[src/issue_params.svh]
`ifndef ISSUE_PARAMS_SVH
`define ISSUE_PARAMS_SVH

// datapath and register file sizes.
`define XLEN        32
`define REG_ADDR_W  5
`define NUM_REGS    32

// result latency of each unit, counted after the operand capture edge.
`define ALU_LATENCY 1
`define MUL_LATENCY 4

// reservation vector covers the longest unit.
`define WB_SLOTS    `MUL_LATENCY

`endif

[src/register_file.sv]
`include "issue_params.svh"

module register_file (
    input  logic                   clock,
    input  logic                   reset,
    input  logic [`REG_ADDR_W-1:0] raddr_a,
    input  logic [`REG_ADDR_W-1:0] raddr_b,
    output logic [`XLEN-1:0]       rdata_a,
    output logic [`XLEN-1:0]       rdata_b,
    input  logic                   alu_valid,
    input  logic                   mul_valid,
    input  logic [`REG_ADDR_W-1:0] alu_dest,
    input  logic [`REG_ADDR_W-1:0] mul_dest,
    input  logic [`XLEN-1:0]       alu_data,
    input  logic [`XLEN-1:0]       mul_data,
    output logic                   wb_valid,
    output logic [`REG_ADDR_W-1:0] wb_addr,
    output logic [`XLEN-1:0]       wb_data
);

    logic [`XLEN-1:0] regs [`NUM_REGS];

    // slot reservation keeps the two results apart.
    assign wb_valid = alu_valid || mul_valid;
    assign wb_addr  = mul_valid ? mul_dest : alu_dest;
    assign wb_data  = mul_valid ? mul_data : alu_data;

    always_ff @(posedge clock) begin
        if (reset) begin
            for (int i = 0; i < `NUM_REGS; i++) begin
                regs[i] <= '0;
            end
        end else if (wb_valid && (wb_addr != '0)) begin
            regs[wb_addr] <= wb_data; // r0 is never written.
        end
    end

    assign rdata_a = regs[raddr_a];
    assign rdata_b = regs[raddr_b];

endmodule

[config.mk]
export PLATFORM = sky130hd
export DESIGN_NAME = register_file
export DESIGN_NICKNAME = d
export VERILOG_FILES = /design/src/register_file.sv
export VERILOG_INCLUDE_DIRS = /design/src
export SDC_FILE = /design/constraint.sdc
export NUM_CORES = 2
export LEC_CHECK = 0
export BUFFER_PORTS_ARGS = -buffer_cell sky130_fd_sc_hd__buf_4
export CAP_MARGIN = 20
export CORE_MARGIN = 4
export CORE_UTILIZATION = 48
export DETAILED_ROUTE_END_ITERATION = 10
export GPL_TIMING_DRIVEN = 0
export PLACE_DENSITY = 0.63
export SYNTH_ARGS = -nofsm -noshare
export SYNTH_HDL_FRONTEND = slang
export SYNTH_SLANG_ARGS = --single-unit
[constraint.sdc]
create_clock -name clock -period 4.3 [get_ports clock]
set_clock_uncertainty 0.2 [all_clocks]
set_input_delay 1.075 -clock clock [delete_from_list [all_inputs] [get_ports clock]]
set_output_delay 1.075 -clock clock [all_outputs]
set_load 0.005 [all_outputs]
==> results.cfg <==
[logic_synthesis]
synth_area_leader_cell = edfxtp_1
yosys.area_share.simple = 0.117
ys_async_sr_fraction = 0
muxShareOfSynthArea = 0.196
synth-adder-area-share = 0
synth_compound_area_frac = 0.0752
ys_warn_count = 0
synth.cells.most_frequent = 1058 x mux2i_1, 1024 x edfxtp_1, 999 x nor2_1
synth_xor_area_frac = 0
ys_types = 41
yosysSeqAreaShare = 0.569
yosys.cell_count.top_type = mux2i_1
netlist_top_cells_area = edfxtp_1 57%, mux2i_1 20%, nor2_1 6.9%
synth-seq-cells = 1024
netlist_instances = 4701
ys.flop_type = edfxtp_1
synth-edff-count = 1024
syn_avg_cell_area_um2 = 11.5
yosysTopAreaCellShare = 0.569
netlist_area_um2 = 54100
synth_top_family_by_area = multiplexers

[finish]
reg_top3 = regs x1024
finalNetCount = 5161
area_growth_pct = 17.1
final_area_um2 = 63300
largest_reg_flops = 1024
regMostFlops = regs
drive_above_1_share = 0.180

[die]
dieArea_um2 = 118000
fp.dieW_um = 344
die_height_um = 344
num_rows = 122
io_pins = 190
core_area_um2 = 111000
start_util = 0.486

[critical_path]
startpoint = raddr_b[0]
arrival_ns = 3.15
start_kind = input pin
critical_path_class = input pin to output port
crit_path_end_kind = output port
crit_end = rdata_b[1]
cp.required_ns = 3.02
path_max_fanout = 8

[route]
drc = 0
first_pass_iters = 6
wl_per_cell_um = 31.7
wl_mm = 211
vias_per_cell = 6.27
drt_iter0_markers = 5047
via_count = 41743
ant_nets = 0

[timing]
worst_pin_slew_ns = 0.979
timing.final.crit_period_ns = 4.42
setup_viol = 15
hold_viol = 0
period_share = 1.03
fmaxAchievable_ghz = 0.226
slew_headroom = 0.347
grt_setup_unrepaired = yes
finalSetupTns_ns = -0.557
finalMaxSlewViolations = 0
fin_ws_ns = -0.122

[clock_tree]
cts-htree-levels = 3
cts_buffers = 112
cts_tree = done
cts-root-buf = clkbuf_16
clk_path_buf_depth = 3
clkSlewWorstSetupHoldPaths_ns = 0.06
holdBufCountCts = 0
clock-sinks = 1024

[power_and_ir_drop]
power_leakage_nw = 25.7
powerDensity_nw_per_um2 = 400
peakVddDrop_mv = 0.394

[worst_hold_path]
hp-class = input pin to flop

[status]
violations = setup timing
status = finished with violations

[placed_design]
numPortBuffers = 186
dp_slack_ns = -1.01
finalWeightedCongestion = 1.02
dp_hpwl_mm = 160
dpl_cell_area_um2 = 58200

[grt]
antenna_found_initial = 4
grt-ovfl-total = 0
grt_use_total = 0.350
grt_pass1_vias = 40992
grt_pass1_wl_mm = 291
grt_max_degree = 33

[job]
maxCapViolations = 0
==> report_power, final <==
group	switching (W)	internal [W]	total [W]	leakage (nW)
sequential	0.000302	0.0116	0.0119	9.76
combinational	0.00244	0.00130	0.00374	14.2
clock	0.00410	0.00559	0.00968	1.76
total	0.00684	0.0185	0.0253	25.7
==> worst min path at each step <==
stage / startpoint / endpoint / depth (start not counted)
after floorplan: alu_data[31] / regs[1][31]$_SDFFCE_PN0P_ / 2
after global placement: alu_data[28] / regs[4][28]$_SDFFCE_PN0P_ / 3
after detailed placement: alu_data[29] / regs[4][29]$_SDFFCE_PN0P_ / 3
after CTS: alu_data[25] / regs[4][25]$_SDFFCE_PN0P_ / 3
after global routing: alu_data[25] / regs[4][25]$_SDFFCE_PN0P_ / 3
final: alu_data[9] / regs[5][9]$_SDFFCE_PN0P_ / 3
==> per-stage QoR <==
step                       util  std cells  power (W)  hold slack [ns]
after global placement    0.516       6406     0.0154             1.29
after global routing      0.569       6651     0.0259            0.541
after detailed placement  0.523       6439     0.0156             1.30
after CTS                 0.566       6646     0.0252            0.526
after floorplan               -       4732     0.0139             1.16
final                     0.569       6655     0.0253            0.554
==> what timing repair did <==
item	4_1_cts	5_1_grt
setup buffers	3	7
setup endpoints to repair	89	78
resized for setup	345	88
pin swaps	0	1
==> worst max-delay path, stage by stage <==
cell	delay, ns
buf_4	0.14
nor2_1	0.14
clkbuf_4	0.28
buf_8	0.20
clkbuf_4	0.23
buf_8	0.19
a22oi_1	0.12
nand3_1	0.24
nand3_1	0.27
buf_4	0.22
==> layout make-up <==
cell class / count / area, um2
Inverter: 41 / 154
Clock buffer: 132 / 2960
Clock inverter: 72 / 641
Sequential cell: 1024 / 30700
Antenna cell: 4 / 10.0
Multi-Input combinational cell: 3215 / 21900
Fill cell: 9442 / 48000
Buffer: 450 / 2900
Tap cell: 1488 / 1860
Timing Repair Buffer: 229 / 2170
==> layout by cell type (no fill, tap or decap), types with 10 or more instances in the layout <==
| cell | instances |
|---|---|
| mux2i_1 | 1029 |
| edfxtp_1 | 1024 |
| nor2_1 | 999 |
| buf_4 | 259 |
| nand2_1 | 206 |
| buf_2 | 192 |
| a22oi_1 | 192 |
| a21oi_1 | 192 |
| nand3_1 | 131 |
| a22o_1 | 128 |
| clkbuf_16 | 116 |
| clkbuf_1 | 73 |
| nand3_2 | 72 |
| nor3_1 | 64 |
| a31oi_1 | 64 |
| clkbuf_2 | 52 |
| buf_6 | 50 |
| inv_1 | 39 |
| clkinv_1 | 37 |
| nand2b_2 | 32 |
| conb_1 | 32 |
| buf_12 | 24 |
| mux2i_4 | 24 |
| clkbuf_4 | 20 |
| clkinv_2 | 17 |
| buf_8 | 12 |
| bufinv_16 | 12 |
| buf_16 | 10 |
==> layer usage <==
layer  up-vias  part of all wire  track usage
met2      2337              0.45        0.548
met5         -          0.000062            0
li1      17953                 -            -
met3       569             0.083       0.0551
met4         2             0.092        0.265
met1     20882              0.37        0.440
==> logic make-up after synthesis <==
group / Yosys count
simple gates: 1537
mux: 1058
flops: 1024
compound gates: 588
buf+inv: 493
other cells: 1
Power figures use the tool's default switching activity.
