File: config.mk
export PLATFORM = sky130hd
export DESIGN_NAME = mul_unit
export DESIGN_NICKNAME = d
export VERILOG_FILES = /design/src/mul_unit.sv
export VERILOG_INCLUDE_DIRS = /design/src
export SDC_FILE = /design/constraint.sdc
export NUM_CORES = 1
export LEC_CHECK = 0
export BUFFER_PORTS_ARGS = -buffer_cell sky130_fd_sc_hd__buf_2
export CORE_MARGIN = 10
export CORE_UTILIZATION = 40
export CTS_CLUSTER_DIAMETER = 50
export CTS_CLUSTER_SIZE = 12
export DETAILED_ROUTE_END_ITERATION = 6
export GPL_TIMING_DRIVEN = 0
export HOLD_SLACK_MARGIN = 0.12
export PLACE_DENSITY_LB_ADDON = 0.1
export SYNTH_ARGS = -nofsm -noshare
export SYNTH_HDL_FRONTEND = slang
export SYNTH_SLANG_ARGS = --single-unit
File: constraint.sdc
create_clock -name clock -period 21.1 [get_ports clock]
set_clock_uncertainty 0.05 [all_clocks]
set_input_delay 0 -clock clock [delete_from_list [all_inputs] [get_ports clock]]
set_output_delay 0 -clock clock [all_outputs]
set_load 0.05 [all_outputs]
File: src/issue_params.svh
`ifndef ISSUE_PARAMS_SVH
`define ISSUE_PARAMS_SVH

// datapath and register file sizes.
`define XLEN        32
`define REG_ADDR_W  5
`define NUM_REGS    32

// result latency of each unit, counted after the operand capture edge.
`define ALU_LATENCY 1
`define MUL_LATENCY 4

// reservation vector covers the longest unit.
`define WB_SLOTS    `MUL_LATENCY

`endif

File: src/mul_unit.sv
`include "issue_params.svh"

module mul_unit (
    input  logic                   clock,
    input  logic                   reset,
    input  logic                   issue,
    input  logic [`XLEN-1:0]       op_a,
    input  logic [`XLEN-1:0]       op_b,
    input  logic [`REG_ADDR_W-1:0] dest,
    input  logic                   writes_dest,
    output logic                   result_valid,
    output logic [`REG_ADDR_W-1:0] result_dest,
    output logic [`XLEN-1:0]       result_data
);

    logic                   cap_valid;
    logic [`XLEN-1:0]       a_q;
    logic [`XLEN-1:0]       b_q;
    logic [`REG_ADDR_W-1:0] cap_dest;

    logic                   stage_valid [`MUL_LATENCY];
    logic [`REG_ADDR_W-1:0] stage_dest  [`MUL_LATENCY];
    logic [`XLEN-1:0]       stage_data  [`MUL_LATENCY];

    always_ff @(posedge clock) begin
        if (reset) begin
            cap_valid <= 1'b0;
            for (int i = 0; i < `MUL_LATENCY; i++) begin
                stage_valid[i] <= 1'b0;
            end
        end else begin
            cap_valid      <= issue && writes_dest;
            stage_valid[0] <= cap_valid;
            for (int i = 1; i < `MUL_LATENCY; i++) begin
                stage_valid[i] <= stage_valid[i-1];
            end
        end
    end

    always_ff @(posedge clock) begin
        if (issue) begin
            a_q      <= op_a;
            b_q      <= op_b;
            cap_dest <= dest;
        end
        stage_dest[0] <= cap_dest;
        stage_data[0] <= a_q * b_q; // low word only.
        for (int i = 1; i < `MUL_LATENCY; i++) begin
            stage_dest[i] <= stage_dest[i-1];
            stage_data[i] <= stage_data[i-1];
        end
    end

    assign result_valid = stage_valid[`MUL_LATENCY-1];
    assign result_dest  = stage_dest[`MUL_LATENCY-1];
    assign result_data  = stage_data[`MUL_LATENCY-1];

endmodule

==> results.toml, run 1 <==
[outcome]
status = "completed"

[floorplanning]
start_util_pct = 40.6
row_count = 83
die_w_um = 249
die_h_um = 249
pin_count = 111
core_area_um2 = 51700
dieArea_um2 = 62100

[clock_network]
post-cts-setup-buffers = 0
h-tree-depth = 1
clock_latency_ns = 0.55
clk_pin_slew_ns = 0.06
post_cts_resized = 0
cts_hold_buf = 140
ctsRootBufferMaster = "clkbuf_16"
cts_buffers = 26
cts_max_path_buffers = 3
cts_sinks = 222
cts_tree = "done"

[logic_synthesis]
syn-cell-area_um2 = 21000
avgSynthCellArea_um2 = 10.8
yosysTopAreaCell = "fa_1"
synth-main-ff-cell = "dfxtp_1"
synth-seq-cells = 222
synth-seq-area-share_pct = 24.4
synth.area.top_cells = "fa_1 39%, dfxtp_1 15%, and2_1 11%"
syn-num-nets = 2557
synth_top_area_share_pct = 38.9
netlist_instances = 1953
async_flop_share_pct = 0
synth_edf_count = 69
synth_cell_types = 44
ys_warn_count = 0

[global_route]
grt_max_degree = 46
grt_antenna_before_repair = 5
grt_overflow = 0
grt.total_usage_pct = 19.6
grt_pass1_vias = 15500
grt_pass1_wl_um = 93100

[flow_run]
maxCapViolCount = 0

[detailed_routing]
vias_per_cell = 4.79
drtIter0Drc = 907
ant_nets = 0
post_drt_wl_per_cell_um = 20.6
drc = 0
vias = 14000
first_pass_iters = 5
drt-total-wl_um = 60300

[hold_path]
hold_path.class = "in2reg"
min_to = "b_q[18]$_DFFE_PP_"
hold_path.startpoint = "op_b[18]"
worstHoldPathCells = 2

[layout]
nets = 2836
drive_gt1_share_pct = 6.98
layout_common_cells = "408 x fa_1, 367 x and2_1, 361 x inv_1, 173 x nand2_1, 153 x dfxtp_1"
num-fill-cells = 4847
mostFrequentLayoutCell = "fa_1"
area_growth_pct = 17.5

[sta]
min_period_ns = 8.51
post-route-period-util_pct = 40.3
hold_viol_final = 0
finalSetupViolCount = 0
worstMarginPinSlew_ns = 1.27
max_freq_mhz = 118
slew_violations = 0
relSlewSlack_pct = 15.4
final.setup.tns_ns = 0
rsz0062_at_grt = "false"

[setup_path]
worst_setup_path_end_kind = "flop"
worstSetupStartpointType = "flop"
r2r_end = "stage_data[0][31]$_DFF_P_"
cp_max_fo = 10
rr_startpoint = "a_q[5]$_DFFE_PP_"
ff2ff_setup_slack_ns = 12.59
reg2reg_depth = 22
worstPathArrival_ns = 8.88
path_class = "reg2reg"
required_ns = 21.47

[placed_design]
finalWeightedCongestion = 0.917
hpwl_um = 48100
portBuffers = 110
Yosys cell counts (2+ instances only):
library cell	count
ha_1	123
o21ai_0	7
o21bai_1	8
nand2b_1	4
and2_1	367
fa_1	408
o21ai_1	3
nor2b_1	8
dfxtp_1	153
a21o_1	11
xor2_1	18
xnor2_1	67
edfxtp_1	69
nand3_1	11
nor2_1	18
and3_1	2
nor3_1	3
clkbuf_1	83
inv_1	361
a21oi_1	29
o211ai_1	3
a211oi_1	3
nand2_1	173
final cells by class:
type | count | area [um2] | share of cell area [%]
multi-input combinational | 1287 | 14200 | 57.6
sequential | 222 | 5130 | 20.8
timing repair buffer | 251 | 1970 | 8.00
inverter | 361 | 1360 | 5.49
tap | 680 | 851 | 3.45
clock buffer | 39 | 762 | 3.09
buffer | 83 | 312 | 1.26
clock inverter | 7 | 81.3 | 0.329
antenna | 1 | 2.50 | 0.0101
flip-flops by register name (all words and copies together) (netlist names):
signal	flops
stage_valid	4
a_q	32
stage_data	128
b_q	32
cap_dest	5
stage_dest	20
cap_valid	1
worst max-delay path, stage by stage, from the launching register on:
cell	delay (ns)
edfxtp_1	0.92
clkbuf_1	0.85
and2_1	0.26
fa_1	0.44
fa_1	0.54
inv_1	0.06
fa_1	0.47
fa_1	0.49
inv_1	0.04
ha_1	0.26
ha_1	0.29
fa_1	0.52
fa_1	0.42
ha_1	0.38
o211ai_1	0.13
o21ai_0	0.41
nand2_1	0.15
o211ai_1	0.27
nand3_1	0.19
o21ai_1	0.41
a311o_1	0.40
a21oi_1	0.13
xnor2_1	0.31
how the worst max path moves through the flow:
stage	startpoint	endpoint	slack (ns)	depth (start not counted)
2_1_floorplan	a_q[13]$_DFFE_PP_	stage_data[0][31]$_DFF_P_	14.50	23
3_3_place_gp	a_q[5]$_DFFE_PP_	stage_data[0][31]$_DFF_P_	12.77	22
3_5_place_dp	a_q[5]$_DFFE_PP_	stage_data[0][31]$_DFF_P_	12.68	22
4_1_cts	a_q[5]$_DFFE_PP_	stage_data[0][31]$_DFF_P_	12.69	22
5_1_grt	a_q[5]$_DFFE_PP_	stage_data[0][31]$_DFF_P_	12.44	22
6_report	a_q[5]$_DFFE_PP_	stage_data[0][31]$_DFF_P_	12.59	22
cell families after synthesis:
logic type	synth area share [%]
buffers and inverters	7.93
AND/OR/NAND/NOR	15.4
AO/OA/AOI/OAI	2.48
XOR/XNOR	3.62
adder cells (fa/ha/maj)	46.2
flip-flops	24.4
metrics by stage:
stage,hold WS (ns),worst slack [ns],cell area [um2],utilization (%),instances
after global placement,0.126,12.77,22400,43.4,2743
after CTS,0.124,12.69,24700,47.7,2930
after detailed placement,0.128,12.68,22400,43.4,2744
final,0.141,12.59,24700,47.7,2931
after floorplan,0.0215,14.50,21000,-,1953
after global routing,0.126,12.44,24700,47.7,2930
per-layer routing:
layer	global-route usage, %	up-vias	part of all wire, %
met5	0	-	0
met4	6.27	0	3.3
met3	3.43	71	6.9
met2	32.3	405	47
met1	25.7	7226	43
li1	-	6339	-
Power of run 1 is left out: the tool's default activity adds up to more than one toggle a clock period on the data nets, which glitch-free logic cannot reach.
==> inputs of run 2 (changes only) <==
==> constraint.sdc (replaced) <==
create_clock -name clock -period 8.11 [get_ports clock]
set_clock_uncertainty 0.05 [all_clocks]
set_input_delay 0 -clock clock [delete_from_list [all_inputs] [get_ports clock]]
set_output_delay 0 -clock clock [all_outputs]
set_load 0.05 [all_outputs]
==> run 2 against run 1 <==
Net effect: largest cell class unchanged; maximum frequency rose by 7.1%; flip-flop and latch count unchanged; critical path type unchanged; sequential share of layout area about the same; critical path depth unchanged; worst hold slack worse by 0.0014 ns; design area grew 0.18%; clock-buffer cell count is the same; utilization up 0.085 points; first-iteration DRC count is 3.9% lower; routed wire length about the same.
==> results.toml, run 2 (synthesis results as in run 1) <==
[setup_path]
worstSetupStartpointType = "flop"
crit_path_frequent_cell = "fa_1"
reg2reg_depth = 22
required_ns = 8.49
crit_chain = "clkbuf_1, and2_1, fa_1, inv_1, fa_1, fa_1, fa_1, inv_1, ha_1, ha_1, fa_1, fa_1, ha_1, o211ai_1, o21ai_0, nand2_1, o211ai_1, nand3_1, o21ai_1, a311o_1, a21oi_1, xnor2_1"
path_class = "reg2reg"
worstPathArrival_ns = 8.33
worst_setup_path_end_kind = "flop"
slowest_delay_ns = 0.64
cp_slowest_cell = "clkbuf_1"
cp_max_fo = 10

[layout]
reg.largest.list = "stage_data x128, a_q x32, b_q x32"
fin_area_um2 = 24700
largest_reg_flops = 128
regArea_um2 = 5130
num-fill-cells = 4845
nets = 2835
top_register = "stage_data"
mostFrequentLayoutCell = "fa_1"
drive_gt1_share_pct = 8.14
layout_common_cells = "408 x fa_1, 367 x and2_1, 361 x inv_1, 173 x nand2_1, 153 x dfxtp_1"
area_growth_pct = 17.7
multi_input_area_um2 = 14200
num_antenna_cells = 0
postLayoutCoreUtil_pct = 47.8

[clock_network]
cts_sinks = 222
ctsRootBufferMaster = "clkbuf_16"
cts_buffers = 26
clk_pin_slew_ns = 0.06
h-tree-depth = 1
clock_latency_ns = 0.55
cts_max_path_buffers = 3
cts_tree = "done"

[placed_design]
hpwl_um = 48100
portBuffers = 110
finalWeightedCongestion = 0.917
dpl_cell_area_um2 = 22400
pre_cts_slack_ns = -0.307

[sta]
post-route-period-util_pct = 98.0
setup_ws_ns = 0.166
slew_violations = 0
rsz0062_at_grt = "false"
hold_viol_final = 0
final.setup.tns_ns = 0
min_period_ns = 7.94
finalSetupViolCount = 0
max_freq_mhz = 126
relSlewSlack_pct = 15.2
worstMarginPinSlew_ns = 1.27

[detailed_routing]
vias_per_cell = 4.79
drtIter0Drc = 872
vias = 14000
drc = 0
first_pass_iters = 5
ant_nets = 0
post_drt_wl_per_cell_um = 20.6
drt-total-wl_um = 60300

[floorplanning]
die_w_um = 249
row_count = 83
pin_count = 111
core_area_um2 = 51700
die_h_um = 249
dieArea_um2 = 62100
start_util_pct = 40.6

[global_route]
grt_max_degree = 46
grt_overflow = 0
grt.total_usage_pct = 19.6
grt_antenna_before_repair = 4
grt_pass1_wl_um = 93100
grt_pass1_vias = 15500

[flow_run]
maxCapViolCount = 0

[hold_path]
hold_path.class = "in2reg"
worstHoldPathCells = 2

[outcome]
status = "completed"
[run 2: cell types whose count changed in the layout (fill, tap and decap cells not counted)]
cell      change
clkbuf_1     -27
clkbuf_2     +23
buf_12        +1
buf_2         +1
buf_4         +1
diode_2       -1
[run 2: final timing paths]
check,start,to,slack [ns]
min,op_b[18],b_q[18]$_DFFE_PP_,0.14
min reg2reg,stage_data[2][13]$_DFF_P_,stage_data[3][13]$_DFF_P_,0.27
max,a_q[8]$_DFFE_PP_,stage_data[0][31]$_DFF_P_,0.17
max reg2reg,a_q[8]$_DFFE_PP_,stage_data[0][31]$_DFF_P_,0.17
[run 2: cell type report]
| cell class | count | share of cell area, % |
|---|---|---|
| tap | 680 | 3.44 |
| timing repair buffer | 253 | 8.09 |
| buffer | 80 | 1.34 |
| clock buffer | 39 | 3.08 |
| inverter | 361 | 5.48 |
| multi-input combinational | 1287 | 57.5 |
| sequential | 222 | 20.8 |
| clock inverter | 7 | 0.329 |
[run 2: stage by stage]
stage / hold WS [ns] / cells
after floorplan: 0.0215 / 1953
after global placement: 0.126 / 2743
after detailed placement: 0.128 / 2744
after CTS: 0.124 / 2929
after global routing: 0.126 / 2929
final: 0.140 / 2929
[run 2: per-layer routing]
layer,GRT usage (%),up-vias,wire (um)
li1,-,6337,-
met1,25.7,7235,26300
met2,32.4,399,28500
met3,3.43,68,3610
met4,6.02,0,1810
met5,0,-,0
[run 2: worst max-delay path, delay by kind of cell, from the launching register on]
kind / cells / cell delay [ns]
buf+inv: 3 / 0.76
fa+ha+maj: 9 / 3.74
compound gates: 6 / 1.82
simple gates: 3 / 0.60
xor+xnor: 1 / 0.27
flops: 1 / 0.56
[run 2: timing repair]
item                                    4_1_cts  5_1_grt
setup buffers                                 0        2
endpoints found under the setup margin        1        1
hold buffers                                140        0
gates resized for setup                       4       44
endpoints found under the hold margin       143        0
Power of run 2 is left out for the same reason.
