## src/issue_params.svh

```systemverilog
`ifndef ISSUE_PARAMS_SVH
`define ISSUE_PARAMS_SVH

// datapath and register file sizes.
`define XLEN        32
`define REG_ADDR_W  5
`define NUM_REGS    32

// result latency of each unit, counted after the operand capture edge.
`define ALU_LATENCY 1
`define MUL_LATENCY 4

// reservation vector covers the longest unit.
`define WB_SLOTS    `MUL_LATENCY

`endif

```

## src/issue_pkg.sv

```systemverilog
package issue_pkg;

    // register format view.
    typedef struct packed {
        logic [5:0] opcode;
        logic [4:0] rs;
        logic [4:0] rt;
        logic [4:0] rd;
        logic [4:0] shamt;
        logic [5:0] funct;
    } r_fmt_t;

    // immediate format view.
    typedef struct packed {
        logic [5:0]  opcode;
        logic [4:0]  rs;
        logic [4:0]  rt;
        logic [15:0] imm;
    } i_fmt_t;

    typedef union packed {
        r_fmt_t r;
        i_fmt_t i;
    } instr_word_t;

    typedef enum logic [5:0] {
        OP_RTYPE = 6'd0,
        OP_ADDI  = 6'd8,  // sign-extended imm.
        OP_ORI   = 6'd13  // zero-extended imm.
    } opcode_e;

    typedef enum logic [5:0] {
        FN_MUL = 6'd24,
        FN_ADD = 6'd32,
        FN_SUB = 6'd34,
        FN_AND = 6'd36,
        FN_OR  = 6'd37,
        FN_XOR = 6'd38,
        FN_SLT = 6'd42
    } funct_e;

    typedef enum logic [2:0] {
        ALU_ADD,
        ALU_SUB,
        ALU_AND,
        ALU_OR,
        ALU_XOR,
        ALU_SLT
    } alu_op_e;

    typedef enum logic {
        UNIT_ALU,
        UNIT_MUL
    } unit_e;

endpackage

```

## src/alu_unit.sv

```systemverilog
`include "issue_params.svh"

module alu_unit import issue_pkg::*; (
    input  logic                   clock,
    input  logic                   reset,
    input  logic                   issue,
    input  logic [`XLEN-1:0]       op_a,
    input  logic [`XLEN-1:0]       op_b,
    input  logic [`XLEN-1:0]       imm_value,
    input  logic                   use_imm,
    input  alu_op_e                alu_op,
    input  logic [`REG_ADDR_W-1:0] dest,
    input  logic                   writes_dest,
    output logic                   result_valid,
    output logic [`REG_ADDR_W-1:0] result_dest,
    output logic [`XLEN-1:0]       result_data
);

    logic                   valid_q;
    logic [`XLEN-1:0]       a_q;
    logic [`XLEN-1:0]       b_q;
    alu_op_e                op_q;
    logic [`REG_ADDR_W-1:0] dest_q;
    logic [`XLEN-1:0]       alu_res;

    always_ff @(posedge clock) begin
        if (reset) begin
            valid_q      <= 1'b0;
            result_valid <= 1'b0;
        end else begin
            valid_q      <= issue && writes_dest;
            result_valid <= valid_q;
        end
    end

    // operand capture on issue.
    always_ff @(posedge clock) begin
        if (issue) begin
            a_q    <= op_a;
            b_q    <= use_imm ? imm_value : op_b;
            op_q   <= alu_op;
            dest_q <= dest;
        end
    end

    always_comb begin
        case (op_q)
            ALU_SUB: alu_res = a_q - b_q;
            ALU_AND: alu_res = a_q & b_q;
            ALU_OR:  alu_res = a_q | b_q;
            ALU_XOR: alu_res = a_q ^ b_q;
            ALU_SLT: alu_res = {{(`XLEN-1){1'b0}}, ($signed(a_q) < $signed(b_q))};
            default: alu_res = a_q + b_q;
        endcase
    end

    always_ff @(posedge clock) begin
        result_dest <= dest_q;
        result_data <= alu_res;
    end

endmodule

```

## config.mk

```make
export PLATFORM = sky130hd
export DESIGN_NAME = alu_unit
export DESIGN_NICKNAME = d
export VERILOG_FILES = /design/src/issue_pkg.sv /design/src/alu_unit.sv
export VERILOG_INCLUDE_DIRS = /design/src
export SDC_FILE = /design/constraint.sdc
export NUM_CORES = 1
export LEC_CHECK = 0
export ABC_AREA = 1
export ABC_CLOCK_PERIOD_IN_PS = 2200
export BUFFER_PORTS_ARGS = -buffer_cell sky130_fd_sc_hd__buf_2
export CORE_MARGIN = 10
export CORE_UTILIZATION = 59
export DETAILED_ROUTE_END_ITERATION = 6
export PLACE_DENSITY = 0.82
export SYNTH_ARGS = -nofsm -noshare
export SYNTH_HDL_FRONTEND = slang
export SYNTH_SLANG_ARGS = --single-unit
```

## constraint.sdc

```tcl
create_clock -name clock -period 2.2 [get_ports clock]
set_input_delay 0.66 -clock clock [delete_from_list [all_inputs] [get_ports clock]]
set_output_delay 0.66 -clock clock [all_outputs]
set_load 0.01 [all_outputs]
```

==> impl_summary.log, run 1 <==
INFO  metric status = complete, no violations
INFO  metric grtUsageTotal = 29.6%
INFO  metric timing_max_transition_violations_final = 0
INFO  metric routed_wire_length_per_instance = 18.7 um
INFO  metric initial_antenna_violation_count = 1
INFO  metric synthesis.nets = 1,656
INFO  metric post_route_cells_drive_above_1_share = 27.1%
INFO  metric ys_top_cells_by_area = edfxtp_1 22%, nand2_1 16%, ha_1 12%, inv_1 10%, dfxtp_1 7.8%
INFO  metric synth-main-ff-cell = edfxtp_1
INFO  metric die-width = 150 um
INFO  metric max_clock_freq = 0.461 GHz
INFO  metric whs_endpoint = result_dest[4]
INFO  metric r2r_cells = 11
INFO  metric fin_total_pwr = 0.00833 W
INFO  metric synth.top_cells.by_count = 422 x nand2_1, 273 x inv_1, 117 x nand3_1
INFO  metric fin_crit_sh = 98.6%
INFO  metric setup_viol = 0
INFO  metric hold_class = reg2reg
INFO  metric grt_start_max_net_pins = 33
INFO  metric cts.clk_slew.worst_paths = 100 ps
INFO  metric ys_async_sr_fraction = 0%
INFO  metric synth_most_common_cell = nand2_1
INFO  metric vias_in_the_first_global_route = 9,802
INFO  metric worst_setup_path_start_kind = flop
INFO  metric clk_path_buf_depth = 2
INFO  metric design.core.area = 16,600 sq um
INFO  metric worst_hold_path.num_cells = 0
INFO  metric drt_drc_violations_left = 0
INFO  metric fin_skew = 18.3 ps
INFO  metric ios = 147
INFO  metric total_half_perimeter_wirelength_after_legalization_and_detailed_placement = 27,800 um
INFO  metric clock_insertion_delay_worst_skew = 380 ps
INFO  metric final_antenna_net_count = 0
INFO  metric tns = 0 ps
INFO  metric vias_per_cell = 5.50
INFO  metric starting_density_of_the_core = 60.3%
INFO  metric clockRootBuffer = clkbuf_16
INFO  metric worst_reg2reg_setup_slack = 30 ps
INFO  metric worst_hold_startpoint = dest_q[4]
INFO  metric report.final.hold_viol_count = 0
INFO  metric rows = 47
INFO  metric global_route.overflow_total = 0
INFO  metric critical_path_class = reg2reg
INFO  metric postSynthCellCount = 1,449
INFO  metric die_area = 22,600 sq um
INFO  metric grt_pass1_wl = 52,000 um
INFO  metric total_number_of_yosys_warnings = 0
INFO  metric tightestPinTransition = 561 ps
INFO  metric postSynthRegisterBits = 111
INFO  metric timing.final.crit_period = 2170 ps
INFO  metric critical_path_peak_fanout = 4
INFO  metric required = 2380 ps
INFO  metric crit-reg2reg-capture = result_data[12]
INFO  metric worst_ir_drop_vdd = 0.468 mV
INFO  metric cellLeakagePower = 6.46 nW
INFO  metric synth_top_cell_area_share = 21.5%
INFO  metric firstDrtPassIters = 6
INFO  metric flow.area_growth_from_synthesis = 21.6%
INFO  metric dr_total_vias = 10.3k
INFO  metric synthDominantAreaCellType = edfxtp_1
INFO  metric power.density = 682 nW/um^2
INFO  metric tritoncts = done
INFO  metric final_core_utilization = 73.3%
INFO  metric ctsHtreeMaxLevel = 3
INFO  metric clock-sinks = 111
INFO  metric cap_viol_max_count = 0
INFO  metric synth-edff-count = 72
INFO  metric num_antenna_cells = 0
INFO  metric port-buffer-count = 146
INFO  metric die-height = 150 um
INFO  metric setup.worst_path.end_class = flop
INFO  metric route.final.wire_length = 35,000 um
INFO  metric post_synth.cell_area_avg = 6.92 sq um
INFO  metric worst_ep_arrival_time = 2350 ps
INFO  metric slew-limit-headroom = 62.6%
INFO  metric drt_first_iter_violations = 1,141
INFO  metric cts_inserted_buffers = 9
INFO  metric ys_seq_area_share = 29.3%
INFO  metric reg2reg_from = b_q[0]
INFO  metric synthesis.area = 10,000 sq um
INFO  metric nNetsFinal = 1,858
INFO  metric post_synth_num_cell_types = 43
INFO  metric finalWeightedCongestion = 1.03
state kept, by name, indices dropped and copies added (netlist names):
register / cells
result_valid: 1
valid_q: 1
result_data: 32
op_q: 3
dest_q: 5
result_dest: 5
a_q: 32
b_q: 32
cells by family (layout without fill, tap and decap cells):
family,count (synthesis),in the layout,share of synthesized area (%)
simple gates,716,716,31.4
buf+inv,342,549,14.4
compound gates,140,140,8.13
flops,111,111,29.3
fa+ha+maj,98,98,12.4
mux,32,32,3.59
xor+xnor,10,10,0.873
area by class of cell:
| type | count | area [sq um] |
|---|---|---|
| multi-input cells | 996 | 6090 |
| fillers | 1349 | 4440 |
| flip-flops and latches | 111 | 2940 |
| repair buffers | 234 | 1450 |
| inverters | 299 | 1130 |
| well taps | 220 | 275 |
| clock buffers | 9 | 225 |
| clock inverters | 7 | 93.8 |
placed cells by master, fill, tap and decap left out, drive strengths merged:
| cell | count |
|---|---|
| nor3 | 10 |
| nand2 | 448 |
| buf | 234 |
| fa | 2 |
| o211ai | 2 |
| nand3 | 122 |
| ha | 96 |
| nand4 | 9 |
| dfxtp | 39 |
| clkinv | 5 |
| and2 | 6 |
| a221oi | 3 |
| a21o | 1 |
| clkbuf | 9 |
| nand3b | 3 |
| edfxtp | 72 |
| and3 | 1 |
| o22ai | 27 |
| o21bai | 4 |
| a21oi | 80 |
| inv | 301 |
| nor2 | 115 |
| mux2 | 32 |
| o2111ai | 1 |
| xor2 | 10 |
| o21ai | 20 |
| o311ai | 2 |
| or2 | 2 |
timing repair:
| action | 4_1_cts | 5_1_grt |
|---|---|---|
| resized for setup | 17 | 91 |
| setup buffers | 0 | 14 |
| hold buffers | 0 | 0 |
| pin swaps | 3 | 12 |
| endpoints found under the setup margin | 6 | 24 |
critical path: stages (launching register included):
cell and delay (ps):
edfxtp_1 420, buf_4 150, ha_4 130, inv_4 50
fa_2 370, nand2_2 90, nand2_2 70, and2_4 160
nand2_4 60, nand3b_4 130, o21ai_2 150, nand4_1 210
layer usage:
metal  track usage (%)  wire (um)
met1              40.1      14600
met2              46.8      15700
met3              6.78       4090
met4              7.05        671
met5                 0          0
metrics by stage:
stage	hold slack, ps	std cells	cell area (sq um)	setup WS (ps)
finish	339	1876	12200	30.2
detailed placement	333	1846	11300	-125
global route	340	1876	12200	-28.9
CTS	342	1862	11700	3.61
global placement	324	1846	11300	-98.7
floorplan	323	1449	10000	319
worst max-delay path by stage:
stage          startpoint              end  cells after the start
3_3_place_gp       a_q[0]   result_data[0]                     14
2_1_floorplan      a_q[0]  result_data[28]                     13
3_5_place_dp       a_q[0]   result_data[0]                     14
6_report           b_q[0]  result_data[12]                     11
4_1_cts            a_q[0]   result_data[0]                     15
5_1_grt           a_q[15]  result_data[30]                     14
power breakdown:
group          leakage [nW]  switching [W]  internal (W)
clock network         0.154       0.000962      0.000834
registers              1.03       0.000128       0.00253
logic                  5.28        0.00242       0.00146
total                  6.46        0.00351       0.00482
(Power assumes the default switching activity.)
==> run 2, diff against run 1 <==
--- a/config.mk
+++ b/config.mk
@@ -6,13 +6,13 @@
 export SDC_FILE = /design/constraint.sdc
 export NUM_CORES = 1
 export LEC_CHECK = 0
-export ABC_AREA = 1
 export ABC_CLOCK_PERIOD_IN_PS = 2200
 export BUFFER_PORTS_ARGS = -buffer_cell sky130_fd_sc_hd__buf_2
 export CORE_MARGIN = 10
-export CORE_UTILIZATION = 59
+export CORE_UTILIZATION = 50
 export DETAILED_ROUTE_END_ITERATION = 6
-export PLACE_DENSITY = 0.82
+export GPL_ROUTABILITY_DRIVEN = 0
+export PLACE_DENSITY = 0.72
 export SYNTH_ARGS = -nofsm -noshare
 export SYNTH_HDL_FRONTEND = slang
 export SYNTH_SLANG_ARGS = --single-unit
==> run 2 against run 1 <==
  * The flow now finishes with violations (setup timing)
  * Worst setup slack worse by 710 ps
  * Clock power down 10%
  * Sequential cell count stayed put
  * Combinational power up 18%
  * Final cell count decreased by 13%
  * Largest power group unchanged
==> impl_summary.log, run 2 <==
INFO  metric reg2reg_from = a_q[0]
INFO  metric fin_crit_sh = 131% (+32 points)
INFO  metric power.density = 680 nW/um^2 (-0.39%)
INFO  metric firstDrtPassIters = 6 (unchanged)
INFO  metric whs_endpoint = result_dest[3]
INFO  metric layout.cells.most_common = buf_4
INFO  metric worst_hold_path.num_cells = 0 (unchanged)
INFO  metric postLayoutSetupSlackWorst = -676 ps (-706 ps)
INFO  metric worstPathCellList = inv_2 -> ha_4 -> inv_4 -> fa_2 -> nor2b_4 -> o211ai_4 -> a311oi_4 -> a211oi_2 -> o21ai_2 -> a21o_1 -> a41o_1 -> a311oi_2 -> o21ai_1
INFO  metric starting_density_of_the_core = 51.5% (-8.8 points)
INFO  metric post_synth.cell_area_avg = 8.69 sq um (+25%)
INFO  metric timing_max_transition_violations_final = 0 (unchanged)
INFO  metric routed_wire_length_per_instance = 19.2 um (+2.6%)
INFO  metric dr_total_vias = 9,632 (-6.6%)
INFO  metric synth-compound-area-share = 26.7% (+19 points)
INFO  metric critical_path_class = reg2reg
INFO  metric timing.critical_path.slowest_stage_cell = edfxtp_1
INFO  metric crit-reg2reg-capture = result_data[30]
INFO  metric max_clock_freq = 0.348 GHz (-25%)
INFO  metric grt_use_met1 = 30.6% (-9.5 points)
INFO  metric ctsHtreeMaxLevel = 3 (unchanged)
INFO  metric post_cts_hold_buffer_count = 0 (unchanged)
INFO  metric slowest_delay = 430 ps (about the same)
INFO  metric num_antenna_cells = 0 (unchanged)
INFO  metric tightestPinTransition = 466 ps (-94.9 ps)
INFO  metric drt_drc_violations_left = 0 (unchanged)
INFO  metric clock-sinks = 111 (unchanged)
INFO  metric vias_in_the_first_global_route = 9,442 (-3.7%)
INFO  metric tns = -13,080 ps (-13,080 ps)
INFO  metric critPathTopFamily = compound AO/OA/AOI/OAI gates
INFO  metric post_synth_num_cell_types = 83 (+93%)
INFO  metric whs = 345 ps (+5.54 ps)
INFO  metric grt.met2_usage = 39.9% (-6.9 points)
INFO  metric final_core_utilization = 74.8% (+1.5 points)
INFO  metric final_antenna_net_count = 0 (unchanged)
INFO  metric ys_async_sr_fraction = 0% (unchanged)
INFO  metric worst_hold_startpoint = dest_q[3]
INFO  metric cts_inserted_buffers = 9 (unchanged)
INFO  metric synth_top_cell_area_share = 24.1% (+2.6 points)
INFO  metric worst_ep_arrival_time = 3130 ps (+780 ps)
INFO  metric die-width = 154 um (+2.3%)
INFO  metric globalRouteMet3Util = 5.36% (-1.4 points)
INFO  metric synthesis.area = 8960 sq um (-11%)
INFO  metric clock_insertion_delay_worst_skew = 370 ps (about the same)
INFO  metric grtUsageTotal = 24.3% (-5.3 points)
INFO  metric nNetsFinal = 1,605 (-14%)
INFO  metric drt_first_iter_violations = 1,238 (+8.5%)
INFO  metric synth-main-ff-cell = edfxtp_1
INFO  metric fin_skew = 14.3 ps (-4.02 ps)
INFO  metric grt_pass1_wl = 47,500 um (-8.7%)
INFO  metric area_share_of_xor_xnor_cells_in_the_synthesized_design = 1.86% (+0.98 points)
INFO  metric synthesis.nets = 1,239 (-25%)
INFO  metric total_number_of_yosys_warnings = 0 (unchanged)
INFO  metric largest_registers_in_the_final_layout = a_q (32), b_q (32), result_data (32)
INFO  metric rows = 48 (+2.1%)
INFO  metric layout_common_cells = 255 x buf_4, 145 x buf_2, 89 x inv_1
INFO  metric worst_ir_drop_vdd = 0.534 mV (+14%)
INFO  metric route.final.wire_length = 31,200 um (-11%)
INFO  metric synth.top_cells.by_count = 103 x a21oi_1, 100 x inv_1, 96 x ha_1
INFO  metric cap_viol_max_count = 0 (unchanged)
INFO  metric report.final.hold_viol_count = 0 (unchanged)
INFO  metric slew-limit-headroom = 68.8% (+6.2 points)
INFO  metric hold_class = reg2reg
INFO  metric ys_seq_area_share = 32.8% (+3.5 points)
INFO  metric tritoncts = done
INFO  metric post_synthesis_mux_area_share = 4.80% (+1.2 points)
INFO  metric cts.clk_slew.worst_paths = 80 ps (-20 ps)
INFO  metric synthDominantAreaCellType = edfxtp_1
INFO  metric clockRootBuffer = clkbuf_16
INFO  metric synth_most_common_cell = a21oi_1
INFO  metric r2r_cells = 13 (+2)
INFO  metric worst_reg2reg_setup_slack = -680 ps (-710 ps)
INFO  metric worst_setup_path_start_kind = flop
INFO  metric postSynthCellCount = 1,032 (-29%)
INFO  metric clk_path_buf_depth = 2 (unchanged)
INFO  metric grt_start_max_net_pins = 74 (+120%)
INFO  metric initial_antenna_violation_count = 0 (-1)
INFO  metric grt-busiest-layer = met2
INFO  metric die-height = 154 um (+2.3%)
INFO  metric critical_path_peak_fanout = 4 (unchanged)
INFO  metric setup_viol = 29 (+29)
INFO  metric flow.area_growth_from_synthesis = 45.4%
INFO  metric required = 2450 ps (+70 ps)
INFO  metric design.core.area = 17,400 sq um (+4.7%)
INFO  metric violated_checks = setup timing
INFO  metric worst-path-buf-inv = 2 (unchanged)
INFO  metric die_area = 23,700 sq um (+4.7%)
INFO  metric total_half_perimeter_wirelength_after_legalization_and_detailed_placement = 22,000 um (-21%)
INFO  metric synth-edff-count = 72 (unchanged)
INFO  metric cellLeakagePower = 5.84 nW (-9.7%)
INFO  metric global_route.overflow_total = 0 (unchanged)
INFO  metric status = complete, but fails checks
INFO  metric ios = 147 (unchanged)
INFO  metric synth-adder-area-share = 13.8% (+1.5 points)
INFO  metric post_route_cells_drive_above_1_share = 44.6% (+17 points)
INFO  metric setup.worst_path.end_class = flop
INFO  metric synth_simple_gate_area_share = 12.7% (-19 points)
INFO  metric timing.final.crit_period = 2880 ps (+706 ps)
INFO  metric port-buffer-count = 146 (unchanged)
INFO  metric postSynthRegisterBits = 111 (unchanged)
INFO  metric vias_per_cell = 5.92 (+7.6%)
INFO  metric grt_setup_unrepaired = true
INFO  metric combinational_family_with_the_most_area_after_synthesis = compound AO/OA/AOI/OAI gates
INFO  metric ys_top_cells_by_area = edfxtp_1 24%, ha_1 13%, dfxtp_1 8.7%, a21oi_1 5.8%, inv_1 4.2%
==> run 2: changes by cell type after synthesis, moves of 32 or more <==
cell,previous run,this run
o21ai_0,19,56
inv_1,273,100
nand2_1,422,71
clkbuf_1,2,35
a21oi_1,71,103
nand3_1,117,15
==> run 2: metrics by stage <==
stage / std cells / total power (W) / cell area (sq um) / setup WS [ps]
after floorplan: 1032 / 0.00485 / 9160 / -370
after global placement: 1576 / 0.00643 / 11700 / -721
after detailed placement: 1576 / 0.00651 / 11700 / -681
after CTS: 1611 / 0.00850 / 12600 / -684
after global routing: 1627 / 0.00930 / 13000 / -781
final: 1627 / 0.00886 / 13000 / -676
==> run 2: timing repair <==
| item | in CTS | in global routing |
|---|---|---|
| setup endpoints to repair | 28 | 30 |
| pin swaps | 75 | 45 |
| setup buffers | 22 | 20 |
| resized for setup | 98 | 70 |
==> run 2: layer usage <==
metal,vias to the layer above,wire (um)
li1,4477,-
met1,4474,12300
met2,580,14600
met3,101,3140
met4,0,1080
met5,-,0
==> run 2: how the worst max path moves through the flow <==
stage                  from               to  slack, ps  cells past startpoint
floorplan            a_q[0]  result_data[30]       -370                     13
global placement    a_q[12]  result_data[22]       -720                     12
detailed placement   a_q[0]  result_data[30]       -680                     13
CTS                  a_q[0]  result_data[30]       -680                     13
global route         a_q[0]  result_data[30]       -780                     13
finish               a_q[0]  result_data[30]       -680                     13
==> run 2: cells by family after synthesis <==
| group | count (synthesis) |
|---|---|
| AOI/OAI and AO/OA | 356 |
| xor gates and xnor gates | 19 |
| adders and majority gates | 98 |
| buffers and inverters | 163 |
| DFF | 111 |
| muxes | 39 |
| and+or+nand+nor | 246 |
==> run 2: cell type report <==
| type | instances | area, sq um |
|---|---|---|
| Clock buffer | 9 | 225 |
| Timing Repair Buffer | 416 | 2870 |
| Inverter | 102 | 393 |
| Sequential cell | 111 | 2940 |
| Fill cell | 1216 | 4390 |
| Multi-Input combinational cell | 758 | 6260 |
| Tap cell | 225 | 282 |
| Clock inverter | 6 | 52.6 |
==> run 2: power by group <==
group	switching, W	internal [W]	leakage, nW
combinational	0.00244	0.00213	4.67
sequential	0.000140	0.00253	1.03
clock	0.000830	0.000786	0.138
==> run 2: worst reg2reg max path, stage by stage (launching register included) <==
cell and delay, ps:
edfxtp_1 430, inv_2 100, ha_4 140, inv_4 40, fa_2 370, nor2b_4 150, o211ai_4 190, a311oi_4 160
a211oi_2 310, o21ai_2 110, a21o_1 230, a41o_1 220, a311oi_2 230, o21ai_1 70
