$ cat config.mk
export PLATFORM = sky130hd
export DESIGN_NAME = instr_decoder
export DESIGN_NICKNAME = d
export VERILOG_FILES = /design/src/issue_pkg.sv /design/src/instr_decoder.sv
export VERILOG_INCLUDE_DIRS = /design/src
export SDC_FILE = /design/constraint.sdc
export NUM_CORES = 1
export LEC_CHECK = 0
export BUFFER_PORTS_ARGS = -buffer_cell sky130_fd_sc_hd__buf_2
export CORE_MARGIN = 2
export CORE_UTILIZATION = 31
export DETAILED_ROUTE_END_ITERATION = 7
export MAX_ROUTING_LAYER = met4
export PLACE_DENSITY = 0.84
export SETUP_SLACK_MARGIN = 0.02
export SLEW_MARGIN = 0
export SYNTH_ARGS = -nofsm -noshare
export SYNTH_HDL_FRONTEND = slang
export SYNTH_SLANG_ARGS = --single-unit
export TNS_END_PERCENT = 30
$ cat constraint.sdc
create_clock -name vclk -period 1.64
set_input_delay 0.082 -clock vclk [all_inputs]
set_output_delay 0.082 -clock vclk [all_outputs]
set_load 0.005 [all_outputs]
$ cat src/issue_params.svh
`ifndef ISSUE_PARAMS_SVH
`define ISSUE_PARAMS_SVH

// datapath and register file sizes.
`define XLEN        32
`define REG_ADDR_W  5
`define NUM_REGS    32

// result latency of each unit, counted after the operand capture edge.
`define ALU_LATENCY 1
`define MUL_LATENCY 4

// reservation vector covers the longest unit.
`define WB_SLOTS    `MUL_LATENCY

`endif

$ cat src/issue_pkg.sv
package issue_pkg;

    // register format view.
    typedef struct packed {
        logic [5:0] opcode;
        logic [4:0] rs;
        logic [4:0] rt;
        logic [4:0] rd;
        logic [4:0] shamt;
        logic [5:0] funct;
    } r_fmt_t;

    // immediate format view.
    typedef struct packed {
        logic [5:0]  opcode;
        logic [4:0]  rs;
        logic [4:0]  rt;
        logic [15:0] imm;
    } i_fmt_t;

    typedef union packed {
        r_fmt_t r;
        i_fmt_t i;
    } instr_word_t;

    typedef enum logic [5:0] {
        OP_RTYPE = 6'd0,
        OP_ADDI  = 6'd8,  // sign-extended imm.
        OP_ORI   = 6'd13  // zero-extended imm.
    } opcode_e;

    typedef enum logic [5:0] {
        FN_MUL = 6'd24,
        FN_ADD = 6'd32,
        FN_SUB = 6'd34,
        FN_AND = 6'd36,
        FN_OR  = 6'd37,
        FN_XOR = 6'd38,
        FN_SLT = 6'd42
    } funct_e;

    typedef enum logic [2:0] {
        ALU_ADD,
        ALU_SUB,
        ALU_AND,
        ALU_OR,
        ALU_XOR,
        ALU_SLT
    } alu_op_e;

    typedef enum logic {
        UNIT_ALU,
        UNIT_MUL
    } unit_e;

endpackage

$ cat src/instr_decoder.sv
`include "issue_params.svh"

module instr_decoder import issue_pkg::*; (
    input  instr_word_t            instr,
    output logic [`REG_ADDR_W-1:0] src_a,
    output logic [`REG_ADDR_W-1:0] src_b,
    output logic [`REG_ADDR_W-1:0] dest,
    output logic                   uses_b,
    output logic                   writes_dest,
    output logic                   use_imm,
    output unit_e                  unit,
    output alu_op_e                alu_op,
    output logic [`XLEN-1:0]       imm_value
);

    always_comb begin
        // unknown words fall through as a nop on register 0.
        src_a       = '0;
        src_b       = '0;
        dest        = '0;
        uses_b      = 1'b0;
        writes_dest = 1'b0;
        use_imm     = 1'b0;
        unit        = UNIT_ALU;
        alu_op      = ALU_ADD;
        imm_value   = '0;

        case (instr.r.opcode)
            OP_RTYPE: begin
                if (instr.r.funct inside {FN_ADD, FN_SUB, FN_AND, FN_OR,
                                          FN_XOR, FN_SLT, FN_MUL}) begin
                    src_a       = instr.r.rs;
                    src_b       = instr.r.rt;
                    uses_b      = 1'b1;
                    dest        = instr.r.rd;
                    writes_dest = (instr.r.rd != '0);
                end
                case (instr.r.funct)
                    FN_SUB:  alu_op = ALU_SUB;
                    FN_AND:  alu_op = ALU_AND;
                    FN_OR:   alu_op = ALU_OR;
                    FN_XOR:  alu_op = ALU_XOR;
                    FN_SLT:  alu_op = ALU_SLT;
                    FN_MUL:  unit = UNIT_MUL;
                    default: alu_op = ALU_ADD;
                endcase
            end
            OP_ADDI: begin
                src_a       = instr.i.rs;
                dest        = instr.i.rt;
                writes_dest = (instr.i.rt != '0);
                use_imm     = 1'b1;
                imm_value   = {{(`XLEN-16){instr.i.imm[15]}}, instr.i.imm};
            end
            OP_ORI: begin
                src_a       = instr.i.rs;
                dest        = instr.i.rt;
                writes_dest = (instr.i.rt != '0);
                use_imm     = 1'b1;
                alu_op      = ALU_OR;
                imm_value   = {{(`XLEN-16){1'b0}}, instr.i.imm};
            end
            default: ;
        endcase
    end

endmodule

==> results of run 1 <==
## synth_stat cells (2+ instances only)
| cell | count |
|---|---|
| nor3_1 | 4 |
| nor2_1 | 5 |
| o21a_1 | 6 |
| a22o_1 | 6 |
| buf_4 | 16 |
| buf_2 | 2 |
| and2_1 | 23 |
| nand2_1 | 3 |
| nor4b_1 | 2 |
## final cells by class
| class | count | area [sq um] | share of cell area, % |
|---|---|---|---|
| Timing Repair Buffer | 90 | 473.0 | 50.00 |
| Inverter | 1 | 3.754 | 0.3968 |
| Tap cell | 25 | 31.28 | 3.307 |
| Multi-Input combinational cell | 64 | 437.9 | 46.30 |
## power by group
part	switching, mW	internal [mW]
sequential	0	0
combinational	0.0481	0.0549
clock	0	0
total	0.0481	0.0549
## repair_timing
action | in CTS | in global routing
gates resized for setup | 0 | 0
endpoints found under the setup margin | 0 | 16
setup buffers | 0 | 1
## path summary, 6_finish.rpt
path | from | end | cells past startpoint
max | instr[2] | src_b[2] | 7
min | instr[8] | imm_value[8] | 3
## cell families (layout without fill, tap and decap cells)
group           Yosys count  count (layout)
compound gates           18              18
buf+inv                  21              91
xor+xnor                  1               1
simple gates             45              45
## critical path, cell delays in order
cell	delay (ns)
buf_2	0.14
nand2b_4	0.14
a2111o_1	0.45
a21oi_4	0.16
buf_12	0.15
and2_1	0.13
buf_2	0.11
## through the flow
step	instances	hold slack [ns]	area [sq um]	setup slack [ns]
after floorplan	85	0.1974	586.8	0.3466
after global placement	179	0.4312	925.9	0.1273
after detailed placement	179	0.4295	925.9	0.04685
after CTS	179	0.4312	925.9	0.05396
after global routing	180	0.4412	945.9	0.03215
final	180	0.4296	945.9	0.1960
## layer usage
metal,track usage (%),wire length [um],vias up
li1,-,-,419
met1,18.67,754,374
met2,32.43,983,53
met3,0,178,0
met4,0,0,0
met5,-,0,-
==> impl_metrics.py, run 1 <==
metrics = {
    "run_status": {
        "status": "complete, no violations",
    },
    "floorplan": {
        "boundaryPins": 86,
        "std_cell_rows": 15,
        "dieHeight_um": 47.51,
        "die_w_um": 47.51,
        "start_util_pct": 33.62,
        "fp.dieArea_sq_mm": 0.002257,
        "fp.coreArea_sq_mm": 0.001745,
    },
    "layout": {
        "numSequentialCells": 0,
        "diodes": 0,
        "final_common_cell": "buf_2",
        "fin_util_pct": 54.19,
        "area_growth_pct": 61.19,
        "nets": 189,
        "nFillCells": 174,
        "final_cell_mix": "buf_2, and2_1, o21a_1, a22o_1, nor2_1",
        "post_route_cells_drive_above_1_share_pct": 59.35,
        "nClkBuffers": 0,
        "seqCellArea_sq_um": 0,
    },
    "critical_path": {
        "crit_type": "input pin to output pin",
        "critPathMaxFanout": 17,
        "arrival_ns": 1.36,
        "crit_path_start_kind": "input pin",
        "cp-end-kind": "output pin",
        "required_ns": 1.56,
    },
    "synthesis": {
        "synth_top_area_share_pct": 24.52,
        "yosysTopAreaCell": "and2_1",
        "synth_seq_area_share_pct": 0,
        "synthMuxAreaShare_pct": 0,
        "netlist-cell-type-count": 27,
        "synthSimpleGateAreaFrac_pct": 46.91,
        "avgSynthCellArea_sq_um": 6.904,
        "synth_area_sq_um": 586.8,
        "syn-num-nets": 117,
        "synthTopCellsByArea": "and2_1, buf_4, a22o_1, o21a_1, nor3_1",
        "synth_xor_area_share_pct": 1.493,
        "yosys_warnings": 0,
        "synth_compound_area_share_pct": 26.23,
        "netlist_instances": 85,
        "synth_top_family_by_area": "simple AND/OR/NAND/NOR gates",
        "yosys.area_share.adder_pct": 0,
    },
    "power": {
        "power_mw": 0.1030,
        "cellLeakagePower_nw": 0.6081,
        "power.density_mw_per_mm2": 108.9,
        "irDropWorstVdd_mv": 0.06967,
    },
    "timing": {
        "fmax_mhz": 692.5,
        "fin_crit_ns": 1.444,
        "tightest_slew_ns": 0.3724,
        "rsz0062_at_grt": "false",
        "hold_viol_final": 0,
        "tns_ns": 0,
        "slew_viol_final": 0,
        "relSlewSlack_pct": 74.82,
        "final-setup-viol-count": 0,
        "period_share_pct": 88.05,
    },
    "drt": {
        "drt_iter0_drc": 1,
        "vias_per_cell": 4.700,
        "routedWlPerCell_um": 10.64,
        "num_vias": 846,
        "postRouteAntennaNets": 0,
        "drc": 0,
        "firstDrtPassIters": 4,
        "drt_wl_total_um": 1916,
    },
    "placement": {
        "io_buffers": 86,
        "place.gp.congestion": 0.7455,
        "post-dp-hpwl_um": 1627,
    },
    "grt": {
        "grt_usage_pct": 16.13,
        "grt_pass1_vias": 655,
        "gr-total-overflow": 0,
        "grt_start_max_net_pins": 29,
        "antenna_found_initial": 0,
        "grt_pass1_wl_um": 2663,
    },
    "clocking": {
        "ctsHoldBuffers": 0,
    },
    "hold_path": {
        "hp-class": "input pin to output pin",
    },
    "run": {
        "maxCapViolCount": 0,
    },
}
Note: power is estimated with default switching activity, not from simulation.
==> inputs of run 2 (changes only) <==
--- a/config.mk
+++ b/config.mk
@@ -6,12 +6,13 @@
 export SDC_FILE = /design/constraint.sdc
 export NUM_CORES = 1
 export LEC_CHECK = 0
+export ABC_AREA = 1
 export BUFFER_PORTS_ARGS = -buffer_cell sky130_fd_sc_hd__buf_2
 export CORE_MARGIN = 2
-export CORE_UTILIZATION = 31
+export CORE_UTILIZATION = 35
 export DETAILED_ROUTE_END_ITERATION = 7
 export MAX_ROUTING_LAYER = met4
-export PLACE_DENSITY = 0.84
+export PLACE_DENSITY = 0.85
 export SETUP_SLACK_MARGIN = 0.02
 export SLEW_MARGIN = 0
 export SYNTH_ARGS = -nofsm -noshare
==> run 2 against run 1 <==
Compared with the run above: die area up 8.0%; total power up 19%; combinational power up 19%; fmax up 13%; worst hold slack better by 0.011 ns; critical endpoint is now src_b[4].
==> impl_metrics.py, run 2 <==
metrics = {
    "run_status": {
        "status": "complete, no violations",
    },
    "floorplan": {
        "start_util_pct": 37.11,
        "fp.dieArea_sq_mm": 0.002438,
        "dieHeight_um": 49.38,
        "std_cell_rows": 16,
        "fp.coreArea_sq_mm": 0.001942,
        "die_w_um": 49.38,
        "boundaryPins": 86,
    },
    "grt": {
        "grt_start_max_net_pins": 17,
        "gr-total-overflow": 0,
        "antenna_found_initial": 0,
        "met1_usage_pct": 19.78,
        "grt_pass1_wl_um": 3249,
        "grt_util_met3_pct": 0.9202,
        "top_usage_layer": "met2",
        "grt_pass1_vias": 846,
        "grt_usage_pct": 15.86,
        "groute.layer.met2.usage_pct": 29.73,
    },
    "synthesis": {
        "netlist_instances": 143,
        "synthTopCellsByArea": "nand2_1, nor2_1, buf_4, nand3_2, inv_1",
        "synth_top_area_share_pct": 18.75,
        "yosys_warnings": 0,
        "synth_seq_area_share_pct": 0,
        "syn-num-nets": 175,
        "netlist-cell-type-count": 17,
        "avgSynthCellArea_sq_um": 5.040,
        "yosysTopAreaCell": "nand2_1",
        "synth_area_sq_um": 720.7,
        "yosysMostFrequentCell": "nand2_1",
        "netlist_top_cells_count": "nand2_1, nor2_1, inv_1, buf_4, nand3_2",
    },
    "drt": {
        "postRouteAntennaNets": 0,
        "routedWlPerCell_um": 8.163,
        "drt_wl_total_um": 1951,
        "drc": 0,
        "drt_iter0_drc": 9,
        "vias_per_cell": 4.209,
        "num_vias": 1006,
        "firstDrtPassIters": 4,
    },
    "timing": {
        "hold_viol_final": 0,
        "fmax_mhz": 782.5,
        "relSlewSlack_pct": 78.76,
        "final-setup-viol-count": 0,
        "period_share_pct": 77.92,
        "slew_viol_final": 0,
        "rsz0062_at_grt": "false",
        "tns_ns": 0,
        "fin_crit_ns": 1.278,
        "tightest_slew_ns": 0.3181,
    },
    "power": {
        "power.density_mw_per_mm2": 117.2,
        "irDropWorstVdd_mv": 0.06289,
        "cellLeakagePower_nw": 0.7954,
        "power_mw": 0.1226,
    },
    "layout": {
        "area_growth_pct": 45.14,
        "diodes": 0,
        "nClkBuffers": 0,
        "final_cell_mix": "buf_2, nand2_1, nor2_1, inv_1, nand3_2",
        "final_cell_area_sq_mm": 0.001046,
        "post_route_cells_drive_above_1_share_pct": 52.83,
        "final_common_cell": "buf_2",
        "numSequentialCells": 0,
        "nets": 246,
        "seqCellArea_sq_um": 0,
    },
    "clocking": {
        "cts_resized": 0,
        "ctsHoldBuffers": 0,
        "post-cts-setup-buffers": 0,
    },
    "placement": {
        "post-dp-hpwl_um": 1640,
        "io_buffers": 86,
        "place.gp.congestion": 0.8592,
        "placed_area_sq_mm": 0.001046,
    },
    "critical_path": {
        "required_ns": 1.56,
        "crit_type": "input pin to output pin",
        "cpMaxStageDelayCell": "inv_2",
        "critPathBufInv": 3,
        "arrival_ns": 1.20,
        "crit_path_start_kind": "input pin",
        "path_cells": "buf_2 -> nor2_2 -> nand2_1 -> nor2_1 -> nand2_1 -> inv_2 -> nand2_2 -> nor2_1 -> buf_2",
        "critPathTopFamily": "simple AND/OR/NAND/NOR gates",
        "critPathMaxFanout": 13,
        "cp-end-kind": "output pin",
        "max_stage_delay_ns": 0.27,
    },
    "run": {
        "maxCapViolCount": 0,
    },
    "hold_path": {
        "hp-class": "input pin to output pin",
    },
}
[run 2: cell count changes in the layout (fill, tap and decap cells not counted), sizes merged, moves of 2 or more]
cell	previous run	this run
inv	1	27
nand4	0	3
and2	23	0
nand3	1	16
a22o	6	0
buf	90	88
nor2	5	36
nor3	4	1
nor4b	2	0
o21a	6	0
nand2	3	38
[run 2: cells by family after synthesis]
logic type	Yosys count	synth area share [%]
AO/OA/AOI/OAI	3	2.258
buffers and inverters	46	35.42
AND/OR/NAND/NOR	94	62.33
[run 2: final timing paths]
path	from	depth (start not counted)	slack (ns)	end
max	instr[31]	9	0.36	src_b[4]
min	instr[17]	4	0.44	dest[1]
[run 2: cell type report]
type | instances | area, sq um
tap | 27 | 33.78
inverter | 27 | 101.3
multi-input combinational | 97 | 465.4
timing repair buffer | 88 | 445.4
fill | 222 | 895.9
[run 2: metrics by stage]
| stage | worst slack, ns | instances | utilization [%] | hold WS, ns |
|---|---|---|---|---|
| after global routing | 0.2154 | 239 | 53.87 | 0.4526 |
| after global placement | 0.3708 | 239 | 53.87 | 0.4372 |
| after CTS | 0.3502 | 239 | 53.87 | 0.4432 |
| after detailed placement | 0.3552 | 239 | 53.87 | 0.4419 |
| final | 0.3621 | 239 | 53.87 | 0.4409 |
| after floorplan | 0.4472 | 143 | - | 0.2347 |
[run 2: report_power, final]
group	switching [mW]	leakage [nW]	internal, mW
clock network	0	0	0
registers	0	0	0
logic	0.0702	0.795	0.0524
[run 2: layer usage]
metal / wire length (um) / part of all wire (%) / vias up
met5: 0 / 0 / -
li1: - / - / 548
met3: 147 / 7.5 / 0
met1: 867 / 44 / 414
met4: 0 / 0 / 0
met2: 935 / 48 / 44
==> inputs of run 3 (changes only) <==
--- a/config.mk
+++ b/config.mk
@@ -6,13 +6,13 @@
 export SDC_FILE = /design/constraint.sdc
 export NUM_CORES = 1
 export LEC_CHECK = 0
-export ABC_AREA = 1
+export ABC_AREA = 0
 export BUFFER_PORTS_ARGS = -buffer_cell sky130_fd_sc_hd__buf_2
 export CORE_MARGIN = 2
-export CORE_UTILIZATION = 35
+export CORE_UTILIZATION = 31
 export DETAILED_ROUTE_END_ITERATION = 7
 export MAX_ROUTING_LAYER = met4
-export PLACE_DENSITY = 0.85
+export PLACE_DENSITY = 0.84
 export SETUP_SLACK_MARGIN = 0.02
 export SLEW_MARGIN = 0
 export SYNTH_ARGS = -nofsm -noshare
==> constraint.sdc (replaced) <==
create_clock -name vclk -period 1.2
set_input_delay 0.06 -clock vclk [all_inputs]
set_output_delay 0.06 -clock vclk [all_outputs]
set_load 0.005 [all_outputs]
==> run 3 against run 2 <==
Compared with the run above: combinational power is 46% higher; global-route usage is 0.90 points higher; sequential share of layout area stayed put; the run now ends with setup timing left; cell count is 21% lower; count of clock-buffer cells in the layout stayed put; via count is 11% lower; core utilization is 9.6 points higher; routed wire length is 4.8% higher; die area is 7.4% lower.
==> impl_metrics.py, run 3 (synthesis results as in run 1) <==
metrics = {
    "floorplan": {
        "fp.coreArea_sq_mm": 0.001745,
        "die_w_um": 47.51,
        "dieHeight_um": 47.51,
        "boundaryPins": 86,
        "std_cell_rows": 15,
        "start_util_pct": 33.62,
        "fp.dieArea_sq_mm": 0.002257,
    },
    "hold_path": {
        "hp-class": "input pin to output pin",
    },
    "timing": {
        "rsz0062_at_grt": "true",
        "fmax_mhz": 763.8,
        "layout_setup_ws_ns": -0.1092,
        "tns_ns": -1.475,
        "fin_crit_ns": 1.309,
        "slew_viol_final": 0,
        "tightest_slew_ns": 0.2727,
        "hold_viol_final": 0,
        "hold-worst-slack_ns": 0.3884,
        "period_share_pct": 109.1,
        "final-setup-viol-count": 18,
        "relSlewSlack_pct": 81.74,
    },
    "run": {
        "maxCapViolCount": 0,
    },
    "layout": {
        "numSequentialCells": 0,
        "nets": 198,
        "area_growth_pct": 88.70,
        "diodes": 0,
        "nFillCells": 157,
        "seqCellArea_sq_um": 0,
        "stdcell_count": 189,
        "fin_util_pct": 63.44,
        "post_route_cells_drive_above_1_share_pct": 64.63,
        "final_cell_area_sq_mm": 0.001107,
        "final_common_cell": "buf_2",
        "multi_input_area_sq_um": 481.7,
        "final_cell_mix": "buf_2, and2_1, buf_4, o21a_1, a22o_1",
        "nClkBuffers": 0,
    },
    "critical_path": {
        "max_stage_delay_ns": 0.36,
        "cpMaxStageDelayCell": "or3_4",
        "critPathMaxFanout": 3,
        "crit_path_start_kind": "input pin",
        "cp-end-kind": "output pin",
        "path_cells": "buf_2 -> nor3_4 -> nand3b_1 -> or3_4 -> nor4b_2 -> buf_2",
        "crit_type": "input pin to output pin",
        "arrival_ns": 1.25,
        "crit_path_frequent_cell": "buf_2",
        "required_ns": 1.14,
    },
    "drt": {
        "drt_iter0_drc": 6,
        "vias_per_cell": 4.714,
        "firstDrtPassIters": 4,
        "routedWlPerCell_um": 10.82,
        "num_vias": 891,
        "drc": 0,
        "postRouteAntennaNets": 0,
        "drt_wl_total_um": 2045,
    },
    "placement": {
        "io_buffers": 86,
        "numPlacedInstances": 189,
        "dp_slack_ns": -0.2735,
        "post-dp-hpwl_um": 1731,
        "place.gp.congestion": 0.7343,
        "placed_area_sq_mm": 0.001039,
    },
    "run_status": {
        "status": "complete, but fails checks",
        "violations": "setup timing",
    },
    "power": {
        "power.density_mw_per_mm2": 162.3,
        "power_mw": 0.1798,
        "irDropWorstVdd_mv": 0.1195,
        "cellLeakagePower_nw": 0.6805,
    },
    "grt": {
        "gr-total-overflow": 0,
        "antenna_found_initial": 0,
        "grt_pass1_wl_um": 2766,
        "grt_usage_pct": 16.76,
        "grt_start_max_net_pins": 19,
        "grt_pass1_vias": 715,
    },
    "clocking": {
        "ctsHoldBuffers": 0,
    },
}
==> run 3: changes by cell type in the layout (fill, tap and decap cells not counted), sizes merged, moves of 2 or more <==
| cell | change |
|---|---|
| inv | -26 |
| nor2 | -31 |
| nand2 | -35 |
| nand4 | -3 |
| buf | +10 |
| nand3 | -15 |
| nor3 | +3 |
| nor4b | +2 |
| o21a | +6 |
| a22o | +6 |
| and2 | +23 |
==> run 3: final timing paths <==
check	start	endpoint	cells past startpoint
worst max-delay path	instr[31]	alu_op[2]	6
worst min-delay path	instr[22]	src_a[1]	3
==> run 3: critical path: cells and delay by family <==
kind	cells	cell delay, ns
and+or+nand+nor	4	0.92
buffers and inverters	2	0.26
==> run 3: cell type report <==
type	count	share of cell area, %
repair buffers	99	53.33
multi-input cells	64	43.50
well taps	25	2.825
inverters	1	0.3390
==> run 3: timing repair <==
action / 4_1_cts / 5_1_grt
endpoints found under the setup margin: 52 / 52
buffers inserted: 0 / 0
resized for setup: 11 / 3
pin swaps: 4 / 0
cloned: 0 / 0
==> run 3: where the power goes <==
part | switching, mW | internal, mW | leakage (nW) | total [mW]
clock network | 0 | 0 | 0 | 0
registers | 0 | 0 | 0 | 0
logic | 0.0769 | 0.103 | 0.681 | 0.180
total | 0.0769 | 0.103 | 0.681 | 0.180
==> run 3: layer usage <==
| layer | global-route usage [%] | vias up | share of wire [%] | wire length (um) |
|---|---|---|---|---|
| met5 | - | - | 0 | 0 |
| met4 | 2.222 | 0 | 0.59 | 12 |
| met3 | 0.7547 | 2 | 8.9 | 182 |
| met2 | 34.59 | 53 | 54 | 1100 |
| met1 | 17.33 | 397 | 37 | 749 |
| li1 | - | 439 | - | - |
